File: config.mk
export PLATFORM = sky130hd
export DESIGN_NAME = diffusion_control
export DESIGN_NICKNAME = d
export VERILOG_FILES = /design/src/rtl/halftone_pkg.sv /design/src/rtl/diffusion_control.sv
export VERILOG_INCLUDE_DIRS = /design/src /design/src/include
export SDC_FILE = /design/constraint.sdc
export NUM_CORES = 1
export LEC_CHECK = 0
export BUFFER_PORTS_ARGS = -buffer_cell sky130_fd_sc_hd__buf_4
export CAP_MARGIN = 20
export CORE_MARGIN = 2
export CORE_UTILIZATION = 35
export CTS_CLUSTER_DIAMETER = 80
export CTS_CLUSTER_SIZE = 40
export DETAILED_ROUTE_END_ITERATION = 12
export PLACE_DENSITY = 0.64
export SYNTH_ARGS = -nofsm -noshare
export SYNTH_HDL_FRONTEND = slang
export SYNTH_SLANG_ARGS = --single-unit
File: constraint.sdc
create_clock -name clk -period 3.3 [get_ports clk]
set_clock_uncertainty 0.2 [all_clocks]
set_input_delay 0.66 -clock clk [delete_from_list [all_inputs] [get_ports clk]]
set_output_delay 0.66 -clock clk [all_outputs]
set_load 0.02 [all_outputs]
File: src/include/halftone_cfg.svh
`ifndef HALFTONE_CFG_SVH
`define HALFTONE_CFG_SVH

// Image geometry
`define HT_COLS 8
`define HT_ROWS 6

// Width of a grey pixel and of a stored error
`define HT_PIXEL_W 8

// Number of lanes and step offset between adjacent rows
`define HT_LANES 4
`define HT_ROW_LAG 2

// Error weights normalised by the shift below
`define HT_W_LEFT 2
`define HT_W_UP_LEFT 8
`define HT_W_UP 4
`define HT_W_UP_RIGHT 2
`define HT_WEIGHT_SHIFT 4

`define HT_THRESHOLD 128
`define HT_CPV_W 10

`endif

File: src/rtl/halftone_pkg.sv
`default_nettype none

`include "halftone_cfg.svh"

package halftone_pkg;

  typedef logic [`HT_PIXEL_W-1:0] pixel_t;
  typedef logic [`HT_PIXEL_W-1:0] err_t;

  // Rows and columns count from 1
  typedef logic [2:0] row_idx_t;
  typedef logic [3:0] col_idx_t;

  // Step 0 is idle, steps 1..HT_STEPS are the wavefront
  typedef logic [4:0] step_t;

  localparam int HT_STEPS = `HT_COLS + `HT_ROW_LAG * (`HT_ROWS - 1);

  typedef struct packed {
    logic     valid;
    row_idx_t row;
    col_idx_t col;
  } lane_cmd_t;

  typedef lane_cmd_t [`HT_LANES-1:0] lane_cmd_vec_t;

  typedef struct packed {
    pixel_t pixel;
    err_t   left;
    err_t   up_left;
    err_t   up;
    err_t   up_right;
  } neighbors_t;

  typedef struct packed {
    err_t err;
    logic ht;
  } lane_result_t;

  // Indexed [row-1][col-1]
  typedef pixel_t [`HT_ROWS-1:0][`HT_COLS-1:0] pixel_image_t;
  typedef logic [`HT_ROWS-1:0][`HT_COLS-1:0] halftone_image_t;

endpackage

`default_nettype wire

File: src/rtl/diffusion_control.sv
`default_nettype none

`include "halftone_cfg.svh"

module diffusion_control (
  input  logic                        clk,
  input  logic                        reset,
  input  logic                        go,
  output logic                        load_image,
  output logic                        write_values,
  output logic                        done,
  output halftone_pkg::lane_cmd_vec_t lane_cmds
);
  import halftone_pkg::*;

  step_t step_q;
  step_t step_d;
  logic  idle;

  assign idle = (step_q == '0);

  // Go is only taken while idle
  assign load_image   = idle && go;
  assign write_values = !idle;
  assign done         = idle;

  always_comb begin
    step_d = step_q;
    if (idle) begin
      if (go) begin
        step_d = step_t'(1);
      end
    end else if (step_q == step_t'(HT_STEPS)) begin
      step_d = '0;
    end else begin
      step_d = step_q + step_t'(1);
    end
  end

  always_ff @(posedge clk) begin
    if (reset) begin
      step_q <= '0;
    end else begin
      step_q <= step_d;
    end
  end

  // Row r sits on column s - lag*(r-1) at step s
  // Rows sharing a lane are at least lanes*lag steps apart, so they never overlap
  always_comb begin : cmd_decode
    int col;
    int lane;
    lane_cmds = '0;
    for (int r = 1; r <= `HT_ROWS; r++) begin
      col  = int'(step_q) - `HT_ROW_LAG * (r - 1);
      lane = (r - 1) % `HT_LANES;
      if (!idle && col >= 1 && col <= `HT_COLS) begin
        lane_cmds[lane].valid = 1'b1;
        lane_cmds[lane].row   = row_idx_t'(r);
        lane_cmds[lane].col   = col_idx_t'(col);
      end
    end
  end

endmodule

`default_nettype wire

# Word level (Yosys, flattened, before mapping)
# Index checks and enable logic that the tools add are counted.
[classes]
add_sub_neg = 6
order_cmp = 12
mux = 9
reduce_logical = 15
eq_ne = 2
[ops]
columns = ["operator", "n"]
rows = [
  ["2-to-1 mux 8 bit", 6],
  [">= comparator 6 x 2 -> 1 bit (second input constant)", 5],
  ["<= comparator 6 x 5 -> 1 bit (second input constant)", 5],
  ["2-to-1 mux 5 bit", 3],
  ["logical AND 1 bit", 13],
  ["subtractor 5 x 3 -> 6 bit (second input constant)", 2],
  ["subtractor 5 x 4 -> 6 bit (second input constant)", 2],
  ["subtractor 5 x 2 -> 6 bit (second input constant)", 1],
  ["adder 5 x 1 -> 5 bit (second input constant)", 1],
  ["== test 5 bit (second input constant)", 1],
  [">= comparator 5 x 1 -> 1 bit (second input constant)", 1],
  ["<= comparator 5 x 4 -> 1 bit (second input constant)", 1],
  ["logical NOT 5 bit", 1],
  ["!= test 2 bit (second input constant)", 1],
  ["logical NOT 1 bit", 1],
]
[totals]
output_inout_bits = 35
ff_bits = 5
elab_cells = 45
inputBits = 3

# Depth between registers and ports, before layout
[depth]
depth_word = 6
depth_mapped = 9
mapped_depth_nobuf = 7

# Worst setup path after synthesis
# No wires, ideal clock.
[synth_path]
path_type = "reg2out"
startpoint = "reg step_q[1]"
endpoint = "out lane_cmds[19] in the netlist's numbering"
path_stages_with_launch = 8
path_slack_ns = -0.008
arrival_ns = 2.448
path_cell_list = "dfxtp_1 -> inv_1 -> ha_1 -> buf_4 -> inv_1 -> o21ai_0 -> a2111oi_2 -> nor2b_1"
[synth_rtl]
columns = ["element", "line_no", "text"]
rows = [
  ["start, declared", "diffusion_control.sv:16", "step_t step_q;"],
  ["start signal, assigned", "diffusion_control.sv:44", "step_q <= step_d;"],
  ["end, declared", "diffusion_control.sv:12", "output halftone_pkg::lane_cmd_vec_t lane_cmds"],
]

==> qor.yml <==
status: "finished, final reports clean"
drt_iter0_drc: 27
nets: 199
arrival_ns: 2.30
ant_nets: 0
max_cap_violations: 0
post-place-ws_ns: 0.3957
synth_edf_count: 0
final_cells: 218
initial_core_util_pct: 36.53
wl_per_cell_um: 12.60
rrSetupSlack_ns: 1.03
num_rows: 20
drt_pass1_iterations: 4
cp.required_ns: 2.44
cts-root-buf: "clkbuf_4"
fp.dieH_um: 60.22
fin_crit_ns: 3.158
cts.sinks: 5
power.leakage_nw: 0.6848
largestRegisters: "step_q: 5 flops"
synth.distinct_cells: 38
post-place-cells: 214
antenna_found_initial: 0
die_w_um: 60.22
clk_pin_slew_ns: 0.05
dpl_cell_area_um2: 1391
ys.flop_type: "dfxtp_1"
critical_path.max_fanout: 7
overflow: 0
cts_tree: "done"
numCtsBuffers: 3
wirelength_mm: 2.747
regMostFlops: "step_q"
cp-start-kind: "flip-flop"
cts_buffer_depth: 2
rsz0062_at_grt: "false"
grt_pass1_wl_mm: 4.650
io_pins: 38
worst_ir_drop_vdd_mv: 0.2518
power_density_nw_per_um2: 287.6
hold_class: "flip-flop to flip-flop"
vias: 1070
drc: 0
fmax_mhz: 316.7
syn_inst: 140
n_fill_cell: 324
finalSetupViolCount: 0
drive_gt1_share_pct: 31.03
clock_latency_ns: 0.25
largest_register_ffs: 5
async_flop_share_pct: 0
final_max_slew_viol_count: 0
fin_crit_sh_pct: 95.68
core_um2: 3028
total_power_mw: 0.4077
dp_hpwl_mm: 2.143
end_kind: "output port"
htreeDepth: 1
die_area_um2: 3626
fin_setup_tns_ns: 0
syn_to_final_growth_pct: 28.17
crit_type: "flip-flop to output port"
finalHoldViolCount: 0
grt_usage_pct: 16.58
grt_pass1_vias: 1054
synth.avg_cell_area_um2: 7.900
netlist_area_um2: 1106
setup_ws_ns: 0.1425
grt_max_degree: 14
routed_via_density: 4.908
ys_seq_elements: 5
design_area_um2: 1418
yosys_warnings: 0
io_buffer_count: 32
ys_seq_area_share_pct: 9.050
place.gp.congestion: 0.8103
antennaDiodeCount: 0
-- worst max-delay path, stage by stage, from the launching register on --
cell and delay, ns:
dfxtp_1 0.30, inv_1 0.21, ha_1 0.39, inv_2 0.10, a211o_1 0.28, a32o_2 0.31, mux2_4 0.30, buf_4 0.15
-- area by class of cell --
| type | count | area (µm²) | share of cell area (%) |
|---|---|---|---|
| Multi-Input combinational cell | 115 | 894.6 | 63.11 |
| Tap cell | 44 | 55.05 | 3.883 |
| Clock buffer | 4 | 26.28 | 1.853 |
| Timing Repair Buffer | 41 | 307.8 | 21.71 |
| Sequential cell | 5 | 100.1 | 7.061 |
| Inverter | 9 | 33.78 | 2.383 |
-- synthesized netlist by cell type, types with 2 or more instances --
cell type / n / share of area, %
ha_1: 21 / 24
a21oi_1: 11 / 5.0
o21ai_0: 3 / 1.4
inv_1: 8 / 2.7
a2111oi_2: 2 / 2.7
a211oi_1: 5 / 3.4
nand2_1: 11 / 3.7
dfxtp_1: 5 / 9.1
nand4_1: 2 / 1.1
nor3_1: 2 / 0.91
a211o_1: 2 / 1.6
nor2_1: 9 / 3.1
and3b_1: 4 / 3.2
and2_1: 10 / 5.7
buf_2: 3 / 1.4
mux2i_1: 2 / 1.8
xnor2_1: 5 / 4.0
a22oi_1: 2 / 1.4
nor2b_1: 2 / 1.1
nand3_1: 2 / 0.91
buf_4: 12 / 8.1
-- placed cells by master, fill, tap and decap left out, types with 3 or more instances in the layout --
cell type and n:
xnor2_1 5, o21ai_0 3, nor2_1 9, and2_1 10, buf_4 41, clkbuf_4 3, inv_1 7, dfxtp_1 5
and3b_1 4, a211oi_1 5, conb_1 5, a21oi_1 11, ha_1 21, nand2_1 11
-- repair_timing --
action,in CTS,in global routing
setup endpoints to repair,0,2
resized for setup,0,1
hold buffers,0,0
setup buffers,0,0
-- path summary, 6_finish.rpt --
kind,from,cells past startpoint,end
max,step_q[3],7,lane_cmds[3]
min,step_q[2],3,step_q[2]
max reg2reg,step_q[3],7,step_q[2]
min reg2reg,step_q[2],3,step_q[2]
-- where the power goes --
part | internal, mW | leakage [nW] | total [mW] | switching (mW)
Sequential | 0.0662 | 0.0406 | 0.0688 | 0.00266
Combinational | 0.102 | 0.629 | 0.267 | 0.165
Clock | 0.0458 | 0.0150 | 0.0723 | 0.0265
-- logic make-up (layout without fill, tap and decap cells) --
group	count (synthesis)	in the layout	synth area share [%]
DFF	5	5	9.050
xor gates and xnor gates	6	6	4.751
adders and majority gates	21	21	23.76
and+or+nand+nor	46	46	22.17
buffers and inverters	24	54	12.56
AOI/OAI and AO/OA	33	33	23.19
muxes	4	4	4.185
other	1	5	0.3390
-- layer usage --
layer / up-vias / GRT usage, % / part of all wire [%]
met3: 4 / 0.6494 / 3.1
met5: - / 0 / 0
met2: 27 / 28.42 / 49
met4: 0 / 6.032 / 0.91
li1: 545 / - / -
met1: 494 / 21.85 / 47
-- through the flow --
| step | utilization, % | hold slack, ns |
|---|---|---|
| after global placement | 45.95 | 0.4427 |
| after CTS | 46.82 | 0.4011 |
| final | 46.82 | 0.4057 |
| after detailed placement | 45.95 | 0.4548 |
| after global routing | 46.82 | 0.4143 |
| after floorplan | - | 0.3619 |
Note: power is estimated with default switching activity, not from simulation.
