==> config.mk <==
export PLATFORM = sky130hd
export DESIGN_NAME = diffusion_pe
export DESIGN_NICKNAME = d
export VERILOG_FILES = /design/src/rtl/halftone_pkg.sv /design/src/rtl/diffusion_pe.sv
export VERILOG_INCLUDE_DIRS = /design/src /design/src/include
export SDC_FILE = /design/constraint.sdc
export NUM_CORES = 1
export LEC_CHECK = 0
export BUFFER_PORTS_ARGS = -buffer_cell sky130_fd_sc_hd__buf_2
export CORE_UTILIZATION = 55
export DETAILED_ROUTE_END_ITERATION = 10
export PLACE_DENSITY = 0.86
export SLEW_MARGIN = 20
export SYNTH_ARGS = -nofsm -noshare
export SYNTH_HDL_FRONTEND = slang
export SYNTH_SLANG_ARGS = --single-unit
==> constraint.sdc <==
create_clock -name vclk -period 8.2
set_clock_uncertainty 0.15 [all_clocks]
set_input_delay 0 -clock vclk [all_inputs]
set_output_delay 0 -clock vclk [all_outputs]
set_load 0.005 [all_outputs]
==> src/include/halftone_cfg.svh <==
`ifndef HALFTONE_CFG_SVH
`define HALFTONE_CFG_SVH

// Image geometry
`define HT_COLS 8
`define HT_ROWS 6

// Width of a grey pixel and of a stored error
`define HT_PIXEL_W 8

// Number of lanes and step offset between adjacent rows
`define HT_LANES 4
`define HT_ROW_LAG 2

// Error weights normalised by the shift below
`define HT_W_LEFT 2
`define HT_W_UP_LEFT 8
`define HT_W_UP 4
`define HT_W_UP_RIGHT 2
`define HT_WEIGHT_SHIFT 4

`define HT_THRESHOLD 128
`define HT_CPV_W 10

`endif

==> src/rtl/halftone_pkg.sv <==
`default_nettype none

`include "halftone_cfg.svh"

package halftone_pkg;

  typedef logic [`HT_PIXEL_W-1:0] pixel_t;
  typedef logic [`HT_PIXEL_W-1:0] err_t;

  // Rows and columns count from 1
  typedef logic [2:0] row_idx_t;
  typedef logic [3:0] col_idx_t;

  // Step 0 is idle, steps 1..HT_STEPS are the wavefront
  typedef logic [4:0] step_t;

  localparam int HT_STEPS = `HT_COLS + `HT_ROW_LAG * (`HT_ROWS - 1);

  typedef struct packed {
    logic     valid;
    row_idx_t row;
    col_idx_t col;
  } lane_cmd_t;

  typedef lane_cmd_t [`HT_LANES-1:0] lane_cmd_vec_t;

  typedef struct packed {
    pixel_t pixel;
    err_t   left;
    err_t   up_left;
    err_t   up;
    err_t   up_right;
  } neighbors_t;

  typedef struct packed {
    err_t err;
    logic ht;
  } lane_result_t;

  // Indexed [row-1][col-1]
  typedef pixel_t [`HT_ROWS-1:0][`HT_COLS-1:0] pixel_image_t;
  typedef logic [`HT_ROWS-1:0][`HT_COLS-1:0] halftone_image_t;

endpackage

`default_nettype wire

==> src/rtl/diffusion_pe.sv <==
`default_nettype none

`include "halftone_cfg.svh"

module diffusion_pe (
  input  halftone_pkg::neighbors_t   operands,
  output halftone_pkg::lane_result_t result
);

  // Sum of four 8-bit errors with weights totalling 16 fits in 12 bits
  localparam int PIXEL_W = `HT_PIXEL_W;
  localparam int SUM_W   = `HT_PIXEL_W + `HT_WEIGHT_SHIFT;
  localparam int CPV_W   = `HT_CPV_W;
  localparam int FULL    = (1 << `HT_PIXEL_W) - 1;

  logic [SUM_W-1:0]   weighted_sum;
  logic [PIXEL_W-1:0] e_av;
  logic [CPV_W-1:0]   cpv;
  logic [CPV_W-1:0]   residual;
  logic               ht;

  assign weighted_sum = SUM_W'(`HT_W_LEFT)     * SUM_W'(operands.left)
                      + SUM_W'(`HT_W_UP_LEFT)  * SUM_W'(operands.up_left)
                      + SUM_W'(`HT_W_UP)       * SUM_W'(operands.up)
                      + SUM_W'(`HT_W_UP_RIGHT) * SUM_W'(operands.up_right);

  assign e_av = PIXEL_W'(weighted_sum >> `HT_WEIGHT_SHIFT);

  assign cpv = CPV_W'(operands.pixel) + CPV_W'(e_av);

  assign ht = (cpv >= CPV_W'(`HT_THRESHOLD));

  // Residual wraps modulo 256 when kept in the error store
  assign residual = cpv - (ht ? CPV_W'(FULL) : CPV_W'(0));

  assign result.err = residual[PIXEL_W-1:0];
  assign result.ht  = ht;

endmodule

`default_nettype wire

* Word level (Yosys, flattened, before mapping)
Index checks and enable logic that the tools add are counted.
** Storage, ports and cells
- Output and inout port bits :: 9
- Flip-flop bits (word level) :: 0
** Operators by class
- $add $sub $neg :: 5
- Muxes and demuxes :: 1
- Magnitude comparators :: 1
** Operators with widths (count)
- 12-bit by 10-bit adder with 12-bit output :: 1
- 12-bit by 9-bit adder with 12-bit output :: 1
- 9-bit by 11-bit adder with 12-bit output :: 1
- 8-bit by 8-bit adder with 9-bit output :: 1
- 9-bit by 8-bit greater-or-equal comparator with 1-bit output (second input constant) :: 1
- 8-bit 2-to-1 mux :: 1
- 8-bit subtractor :: 1

* Depth between registers and ports, before layout
Gate-level depths: netlist (run 1).
- Depth after elaboration :: 7
- Gate-level depth with buffers :: 26
- Mapped depth without buffers :: 25

* Worst setup path after synthesis (run 1)
No wires, ideal clock.
- Path kind :: in2out
- From :: input operands[2] in the netlist's numbering
- To :: output result[3] in the netlist's numbering
- Buffers on the path :: 1
- Path slack :: 3.035 ns
- Arrival time :: 5.015 ns
- Required time :: 8.050 ns
- Cell stages on the path :: 26
- Path through :: inv_1 -> fa_1 -> inv_1 -> fa_1 -> and4_1 -> inv_1 -> fa_1 -> nor2b_1 -> o21ai_0 -> a21boi_0 -> o21ai_0 -> nor2b_1 -> xnor2_1 -> ha_1 -> buf_2 -> o21ai_0 -> nor2_1 -> a2111o_1 -> o21ai_2 -> xnor2_1 -> ha_1 -> nor2b_1 -> nand2_1 -> mux2_2 -> o211a_1 -> a22oi_1
** RTL lines
- start: declaration :: RTL line diffusion_pe.sv:6 : input halftone_pkg::neighbors_t operands,
- end: declaration :: RTL line diffusion_pe.sv:7 : output halftone_pkg::lane_result_t result

==> out/results.txt, run 1 <==
Status: complete, no violations
CP bufs+invs: 5
Syn. warnings: 0
Initial antenna violation count: 0
Final setup viols: 0
Fillers: 247
Startpoint Class: primary input
Total GRT Usage: 19.7%
PnR worst setup slack: 2.52 ns
Synth top area share: 20.0%
WL met2: 1310 µm
Cts repair resizes: 0
Register area: 0 µm²
Register area share after synthesis: 0%
Global-route wire length before repair: 4430 µm
Port Buffer Count: 49
Max Fclk: 0.176 GHz
Mapped cell area: 1500 µm²
Cell count along the critical path: 27
Maximum VDD drop: 0.414 mV
Mean post-synth cell area: 7.65 µm²
Layout cells sized above 1: 26.6%
Leakage power: 0.945 nW
Sequential cells: 0
Rel. slew slack: 63.1%
Power per standard cell area: 412 nW/µm²
Vias: 1426
Largest net degree at the start of global routing: 9
Met1 WL: 1340 µm
Setup TNS Final: 0 ns
Post-Synthesis Net Count: 270
DRT antenna net count: 0
Max cap viols: 0
Core Area: 2520 µm²
Setup Buffers After CTS: 0
Final Wtd Congestion: 0.826
Setup Slack @ Placement: 2.53 ns
Die H: 54.2 µm
Area of the multi-input gates: 1310 µm²
Wirelength per Cell: 10.1 µm
Chip width: 54.2 µm
Number of global-route vias before repair: 1103
DIE AREA: 2940 µm²
Vias per Instance: 5.26
Overflow after GRT: 0
DRC: 0
Family with the most delay on the worst path: adder cells
Starting Density: 59.4%
RSZ-0062 raised after global routing: false
Worst Hold Class: primary input to output pin
Most frequent cells in the layout: buf_2, inv_1, ha_1
Fin Hold WS: 0.281 ns
Crit path launch: operands[2]
WL final: 2730 µm
Ports: 49
Distinct cell type count of the synthesized netlist: 52
Number of detailed-routing iterations run before antenna repair: 4
Worst setup endpoint: result[3]
DRT iter0 DRCs: 18
Most common cell after layout, fill and taps aside: buf_2
Actual slew at the worst max-slew pin: 0.549 ns
CP Class: primary input to output pin
Top sig layer: met3
CP endpoint kind: output pin
Clock buffer count: 0
Final worst-path cycle share: 69.3%
Max incr delay on CP: 0.52 ns
WL met3: 79 µm
Critical path's slowest cell: fa_1
N_diodes: 0
Max FO, Critical Path: 8
Crit path required time: 8.05 ns
Nets: 317
Post-DP HPWL: 2480 µm
Final Hold Viols: 0
Slew Limit Fails: 0
Area growth syn-to-layout: 17.3%
Rows: 18
Hold_buf cts: 0
Yosys top cell by area: fa_1
Arrival time worst endpoint: 5.53 ns
Tmin final: 5.68 ns
Mapped Cells: 196
Synth area leaders: fa_1, ha_1, inv_1, xnor2_1, nor2_1
==> cell type report <==
type                       instances  share of cell area, %
multi-input combinational        147                   74.3
tap                               30                   2.14
timing repair buffer              49                   14.0
inverter                          45                   9.61
==> synthesized netlist by cell type (3+ instances only) <==
cell,number
a21oi_1,6
fa_1,15
ha_1,19
inv_1,45
nand2_1,9
nand3_1,3
nor2_1,13
nor2b_1,6
nor3_1,7
o21ai_0,7
xnor2_1,12
xor2_1,5
==> cell families after synthesis <==
logic type / count (synthesis) / synth area share (%)
AO/OA/AOI/OAI: 37 / 18.4
XOR/XNOR: 17 / 9.93
adder cells (fa/ha/maj): 34 / 35.9
buffers and inverters: 49 / 12.9
multiplexers: 3 / 2.09
AND/OR/NAND/NOR: 56 / 20.9
==> how the worst min path moves through the flow <==
stage                             from         to  slack [ns]  cells after the start
after CTS                 operands[32]  result[1]        0.29                      4
after detailed placement  operands[32]  result[1]        0.29                      4
after global placement    operands[32]  result[1]        0.29                      4
after global routing      operands[32]  result[1]        0.33                      4
final                     operands[32]  result[1]        0.28                      4
after floorplan           operands[32]  result[1]        0.07                      2
==> power breakdown <==
| group | internal (mW) | switching (mW) | leakage (nW) |
|---|---|---|---|
| Clock | 0 | 0 | 0 |
| Sequential | 0 | 0 | 0 |
| Combinational | 0.333 | 0.391 | 0.945 |
==> routing by layer <==
layer,global-route usage (%),up-vias
li1,-,752
met1,27.6,643
met2,35.2,31
met3,0,0
met4,0.855,0
met5,0,-
==> stage by stage <==
step	std cells	util [%]	power, mW	area, µm²
2_1_floorplan	196	-	0.559	1500
5_1_grt	271	69.7	0.824	1760
3_3_place_gp	271	69.7	0.709	1760
4_1_cts	271	69.7	0.726	1760
3_5_place_dp	271	69.7	0.722	1760
6_report	271	69.7	0.724	1760
Note: power is estimated with default switching activity, not from simulation.
==> run 2, diff against run 1 <==
--- a/config.mk
+++ b/config.mk
@@ -6,10 +6,11 @@
 export SDC_FILE = /design/constraint.sdc
 export NUM_CORES = 1
 export LEC_CHECK = 0
+export ABC_AREA = 1
 export BUFFER_PORTS_ARGS = -buffer_cell sky130_fd_sc_hd__buf_2
-export CORE_UTILIZATION = 55
+export CORE_UTILIZATION = 50
 export DETAILED_ROUTE_END_ITERATION = 10
-export PLACE_DENSITY = 0.86
+export PLACE_DENSITY = 0.82
 export SLEW_MARGIN = 20
 export SYNTH_ARGS = -nofsm -noshare
 export SYNTH_HDL_FRONTEND = slang
==> constraint.sdc (replaced) <==
create_clock -name vclk -period 4.72
set_clock_uncertainty 0.15 [all_clocks]
set_input_delay 0 -clock vclk [all_inputs]
set_output_delay 0 -clock vclk [all_outputs]
set_load 0.005 [all_outputs]
==> out/results.txt, run 2 <==
Starting Density: 54.6% (was 59.4%)
Initial antenna violation count: 0 (unchanged)
Critical path's slowest cell: fa_1 (unchanged)
Wirelength per Cell: 8.65 µm (was 10.1 µm)
Post-DP HPWL: 2510 µm (was 2480 µm)
Number of detailed-routing iterations run before antenna repair: 7 (was 4)
Most frequent cells in the layout: inv_1, nand2_1, buf_2 (was buf_2, inv_1, ha_1)
CP endpoint kind: output pin (unchanged)
Largest net degree at the start of global routing: 11 (was 9)
Core Area: 2850 µm² (was 2520 µm²)
Total GRT Usage: 18.1% (was 19.7%)
Arrival time worst endpoint: 4.34 ns (was 5.53 ns)
Placed insts: 322 (was 271)
Chip width: 57.8 µm (was 54.2 µm)
RSZ-0062 raised after global routing: true (was false)
Slew Limit Fails: 0 (unchanged)
DIE AREA: 3350 µm² (was 2940 µm²)
Crit path launch: operands[2] (unchanged)
DRC: 3 (was 0)
Syn. warnings: 0 (unchanged)
Nets: 371 (was 317)
Clock buffer count: 0 (unchanged)
Overflow after GRT: 0 (unchanged)
Fin cells: 326 (was 271)
Layout cells sized above 1: 28.5% (was 26.6%)
Final setup viols: 0 (unchanged)
Startpoint Class: primary input (unchanged)
Final Hold Viols: 0 (unchanged)
Cell with the most instances after synthesis: inv_1 (unchanged)
Family with the most delay on the worst path: adder cells (unchanged)
Mapped cell area: 1560 µm² (was 1500 µm²)
Max Fclk: 0.222 GHz
Max FO, Critical Path: 5 (was 8)
Final worst-path cycle share: 95.2%
Die H: 57.8 µm (was 54.2 µm)
Vias: 1514 (was 1426)
Port Buffer Count: 49 (unchanged)
Max incr delay on CP: 0.52 ns (about the same)
Ports: 49 (unchanged)
Synth top area share: 19.3% (was 20.0%)
Post-Synthesis Net Count: 314 (was 270)
Mapped Cells: 240 (was 196)
Crit path required time: 4.57 ns (was 8.05 ns)
Vias per Instance: 4.64 (was 5.26)
Yosys top cell by area: fa_1 (unchanged)
Mean post-synth cell area: 6.50 µm² (was 7.65 µm²)
Register area share after synthesis: 0% (unchanged)
Register area: 0 µm² (unchanged)
Worst min-delay path startpoint: operands[32] (unchanged)
CP Class: primary input to output pin (unchanged)
Hold_buf cts: 0 (unchanged)
Area growth syn-to-layout: 23.4% (was 17.3%)
Sequential cells: 0 (unchanged)
Distinct cell type count of the synthesized netlist: 27 (was 52)
Rows: 19 (was 18)
N_diodes: 0 (unchanged)
Number of global-route vias before repair: 1413 (was 1103)
Max cap viols: 0 (unchanged)
Status: finished, violations left (was complete, no violations)
Tmin final: 4.49 ns
DRT antenna net count: 0 (unchanged)
CP bufs+invs: 8 (was 5)
Most frequent CP cell: nand2_1
Rel. slew slack: 75.8% (was 63.1%)
Worst Hold Class: primary input to output pin (unchanged)
Global-route wire length before repair: 5090 µm (was 4430 µm)
DRT iter0 DRCs: 29 (was 18)
Most common cell after layout, fill and taps aside: inv_1 (was buf_2)
Actual slew at the worst max-slew pin: 0.360 ns (was 0.549 ns)
Synth area leaders: fa_1, inv_1, ha_1, nand2_1, xnor2_1 (was fa_1, ha_1, inv_1, xnor2_1, nor2_1)
Commonest cells in the synthesized netlist: inv_1, nand2_1, ha_1, fa_1, nand3_1 (was inv_1, ha_1, fa_1, nor2_1, xnor2_1)
Final Wtd Congestion: 0.813 (was 0.826)
WL final: 2820 µm (was 2730 µm)
Failing checks: design-rule violations
[run 2: cell types whose count changed in the layout (fill, tap and decap cells not counted), sizes merged, moves of 3 or more]
| cell | previous run | this run |
|---|---|---|
| or2 | 3 | 0 |
| xor2 | 5 | 1 |
| inv | 45 | 74 |
| nand2 | 9 | 69 |
| nand3 | 4 | 18 |
| buf | 49 | 57 |
| nor3 | 7 | 0 |
| nor2 | 13 | 8 |
| o21ai | 9 | 6 |
| nor2b | 6 | 0 |
[run 2: worst paths after layout]
| kind | slack (ns) | to | cells after the start |
|---|---|---|---|
| worst max-delay path | 0.23 | result[5] | 29 |
| worst min-delay path | 0.26 | result[1] | 5 |
[run 2: cells by family (layout without fill, tap and decap cells)]
family	Yosys count	after routing	synth area share [%]
compound gates	20	20	9.79
xor+xnor	12	12	6.74
fa+ha+maj	34	34	34.5
buf+inv	76	131	19.0
simple gates	98	98	29.9
[run 2: routing by layer]
| layer | up-vias | track usage (%) | wire, µm |
|---|---|---|---|
| met3 | 0 | 0.670 | 91 |
| met1 | 660 | 21.0 | 1240 |
| met5 | - | 0 | 0 |
| li1 | 824 | - | - |
| met4 | 0 | 2.72 | 0 |
| met2 | 30 | 36.8 | 1490 |
[run 2: stage by stage]
| step | setup TNS, ns | worst slack [ns] | instance area (µm²) | util [%] | hold slack, ns |
|---|---|---|---|---|---|
| after floorplan | 0 | 0.243 | 1560 | - | 0.0765 |
| after global placement | 0 | 0.0624 | 1850 | 65.0 | 0.267 |
| after detailed placement | -0.0829 | -0.0497 | 1850 | 65.0 | 0.264 |
| after CTS | 0 | 0.0204 | 1850 | 65.0 | 0.264 |
| after global routing | -0.190 | -0.0725 | 1920 | 67.5 | 0.308 |
| final | 0 | 0.225 | 1920 | 67.5 | 0.262 |
[run 2: area by class of cell]
cell class / instances / area, µm²
Tap cell: 31 / 38.8
Inverter: 74 / 278
Multi-Input combinational cell: 164 / 1300
Timing Repair Buffer: 57 / 305
Fill cell: 257 / 928
[run 2: tightest hold or removal path, cell delays in order]
cell	delay, ns
buf_2	0.08
ha_1	0.14
nand2_1	0.06
nand2_1	0.04
buf_2	0.10
[run 2: repair_timing]
action	in CTS	in global routing
endpoints found under the setup margin	3	7
pin swaps	0	6
gates resized for setup	1	11
buffers inserted	0	4
Power of run 2 is not shown: default switching activity piles up to over one toggle a cycle in this logic, so the estimate is an artifact.
==> run 3, diff against run 2 <==
--- a/config.mk
+++ b/config.mk
@@ -8,9 +8,9 @@
 export LEC_CHECK = 0
 export ABC_AREA = 1
 export BUFFER_PORTS_ARGS = -buffer_cell sky130_fd_sc_hd__buf_2
-export CORE_UTILIZATION = 50
+export CORE_UTILIZATION = 55
 export DETAILED_ROUTE_END_ITERATION = 10
-export PLACE_DENSITY = 0.82
+export PLACE_DENSITY = 0.85
 export SLEW_MARGIN = 20
 export SYNTH_ARGS = -nofsm -noshare
 export SYNTH_HDL_FRONTEND = slang
==> constraint.sdc (replaced) <==
create_clock -name vclk -period 4.28
set_clock_uncertainty 0.15 [all_clocks]
set_input_delay 0 -clock vclk [all_inputs]
set_output_delay 0 -clock vclk [all_outputs]
set_load 0.005 [all_outputs]
==> out/results.txt, run 3 (synthesized netlist as in run 2, its figures left out) <==
Final Wtd Congestion: 0.828 (was 0.813)
N_diodes: 0 (unchanged)
CP endpoint kind: output pin (unchanged)
Ports: 49 (unchanged)
Worst Hold Class: primary input to output pin (unchanged)
Fillers: 172 (was 257)
Vias: 1669 (was 1514)
Clock buffer count: 0 (unchanged)
Placed cell area: 1980 µm² (was 1850 µm²)
Worst min-delay path startpoint: operands[32] (unchanged)
Family with the most delay on the worst path: adder cells (unchanged)
Actual slew at the worst max-slew pin: 0.342 ns (was 0.360 ns)
WL met3: 116 µm (was 91 µm)
Max FO, Critical Path: 4 (was 5)
Endpoint, Worst Hold: result[1] (unchanged)
Most frequent cells in the layout: inv_1, nand2_1, buf_2 (unchanged)
Global-route wire length before repair: 5820 µm (was 5090 µm)
Final Hold Viols: 0 (unchanged)
Final worst-path cycle share: 102%
Port Buffer Count: 49 (unchanged)
CP Class: primary input to output pin (unchanged)
Initial antenna violation count: 0 (unchanged)
Tmin final: 4.35 ns
DRC: 0 (was 3)
CP bufs+invs: 7 (was 8)
Slew Limit Fails: 0 (unchanged)
Post-route cell area: 2090 µm² (was 1920 µm²)
Arrival time worst endpoint: 4.20 ns (was 4.34 ns)
DRT iter0 DRCs: 43 (was 29)
Number of detailed-routing iterations run before antenna repair: 4 (was 7)
Status: finished, violations left (unchanged)
Post-DP HPWL: 2660 µm (was 2510 µm)
Top sig layer: met4 (was met3)
WL final: 3390 µm (was 2820 µm)
Max incr delay on CP: 0.51 ns (was 0.52 ns)
Core Area: 2570 µm² (was 2850 µm²)
DRT antenna net count: 0 (unchanged)
Rows: 18 (was 19)
DIE AREA: 3050 µm² (was 3350 µm²)
RSZ-0062 raised after global routing: true (unchanged)
Overflow after GRT: 0 (unchanged)
Chip width: 55.2 µm (was 57.8 µm)
Max Fclk: 0.230 GHz
Finished Core Util: 81.2% (was 67.5%)
Vias per Instance: 4.94 (was 4.64)
Setup Slack @ Placement: -0.151 ns (was -0.0497 ns)
Hold_buf cts: 0 (unchanged)
Total GRT Usage: 22.0% (was 18.1%)
Critical path's slowest cell: fa_1 (unchanged)
Fin Hold WS: 0.255 ns (was 0.262 ns)
Number of global-route vias before repair: 1543 (was 1413)
Layout cells sized above 1: 36.0% (was 28.5%)
Starting Density: 60.7% (was 54.6%)
Most common cell after layout, fill and taps aside: inv_1 (unchanged)
Max cap viols: 0 (unchanged)
WL met2: 1810 µm (was 1490 µm)
Wirelength per Cell: 10.0 µm (was 8.65 µm)
Sequential cells: 0 (unchanged)
Largest net degree at the start of global routing: 10 (was 11)
Startpoint Class: primary input (unchanged)
Most frequent CP cell: nand2_1 (unchanged)
Rel. slew slack: 76.9% (was 75.8%)
Final setup viols: 3 (was 0)
Failing checks: negative setup slack (was design-rule violations)
Crit path required time: 4.13 ns (was 4.57 ns)
Area growth syn-to-layout: 33.8% (was 23.4%)
Nets: 384 (was 371)
Die H: 55.2 µm (was 57.8 µm)
Met1 WL: 1450 µm (was 1240 µm)
PnR worst setup slack: -0.0707 ns (was 0.225 ns)
Hold Path Stages: 5 (unchanged)
Register area: 0 µm² (unchanged)
==> run 3: what timing repair did <==
action / 4_1_cts / 5_1_grt
pin swaps: 1 / 5
buffers inserted: 1 / 2
gates resized for setup: 15 / 8
setup endpoints to repair: 4 / 7
endpoints found under the hold margin: 0 / 0
==> run 3: per-layer routing <==
| layer | track usage [%] | vias up |
|---|---|---|
| met3 | 0.703 | 2 |
| met5 | 0 | - |
| met2 | 42.7 | 45 |
| met4 | 3.21 | 0 |
| met1 | 27.3 | 766 |
| li1 | - | 856 |
==> run 3: worst max path at each step <==
stage / startpoint / end / slack [ns] / cells after the start
finish: operands[4] / result[5] / -0.07 / 30
global route: operands[2] / result[5] / -0.38 / 32
CTS: operands[2] / result[5] / -0.08 / 30
detailed placement: operands[2] / result[5] / -0.15 / 30
global placement: operands[4] / result[5] / -0.05 / 30
floorplan: operands[2] / result[5] / 0.01 / 29
==> run 3: through the flow <==
| step | instances | setup TNS [ns] |
|---|---|---|
| after floorplan | 240 | 0 |
| after CTS | 336 | -0.170 |
| final | 338 | -0.166 |
| after global placement | 335 | -0.123 |
| after detailed placement | 335 | -0.467 |
| after global routing | 338 | -1.79 |
==> run 3: cell type report <==
class | count | area [µm²] | area share [%]
tap | 30 | 37.5 | 1.80
timing repair buffer | 70 | 425 | 20.4
inverter | 74 | 278 | 13.3
multi-input combinational | 164 | 1350 | 64.5
Power of run 3 is left out for the same reason.
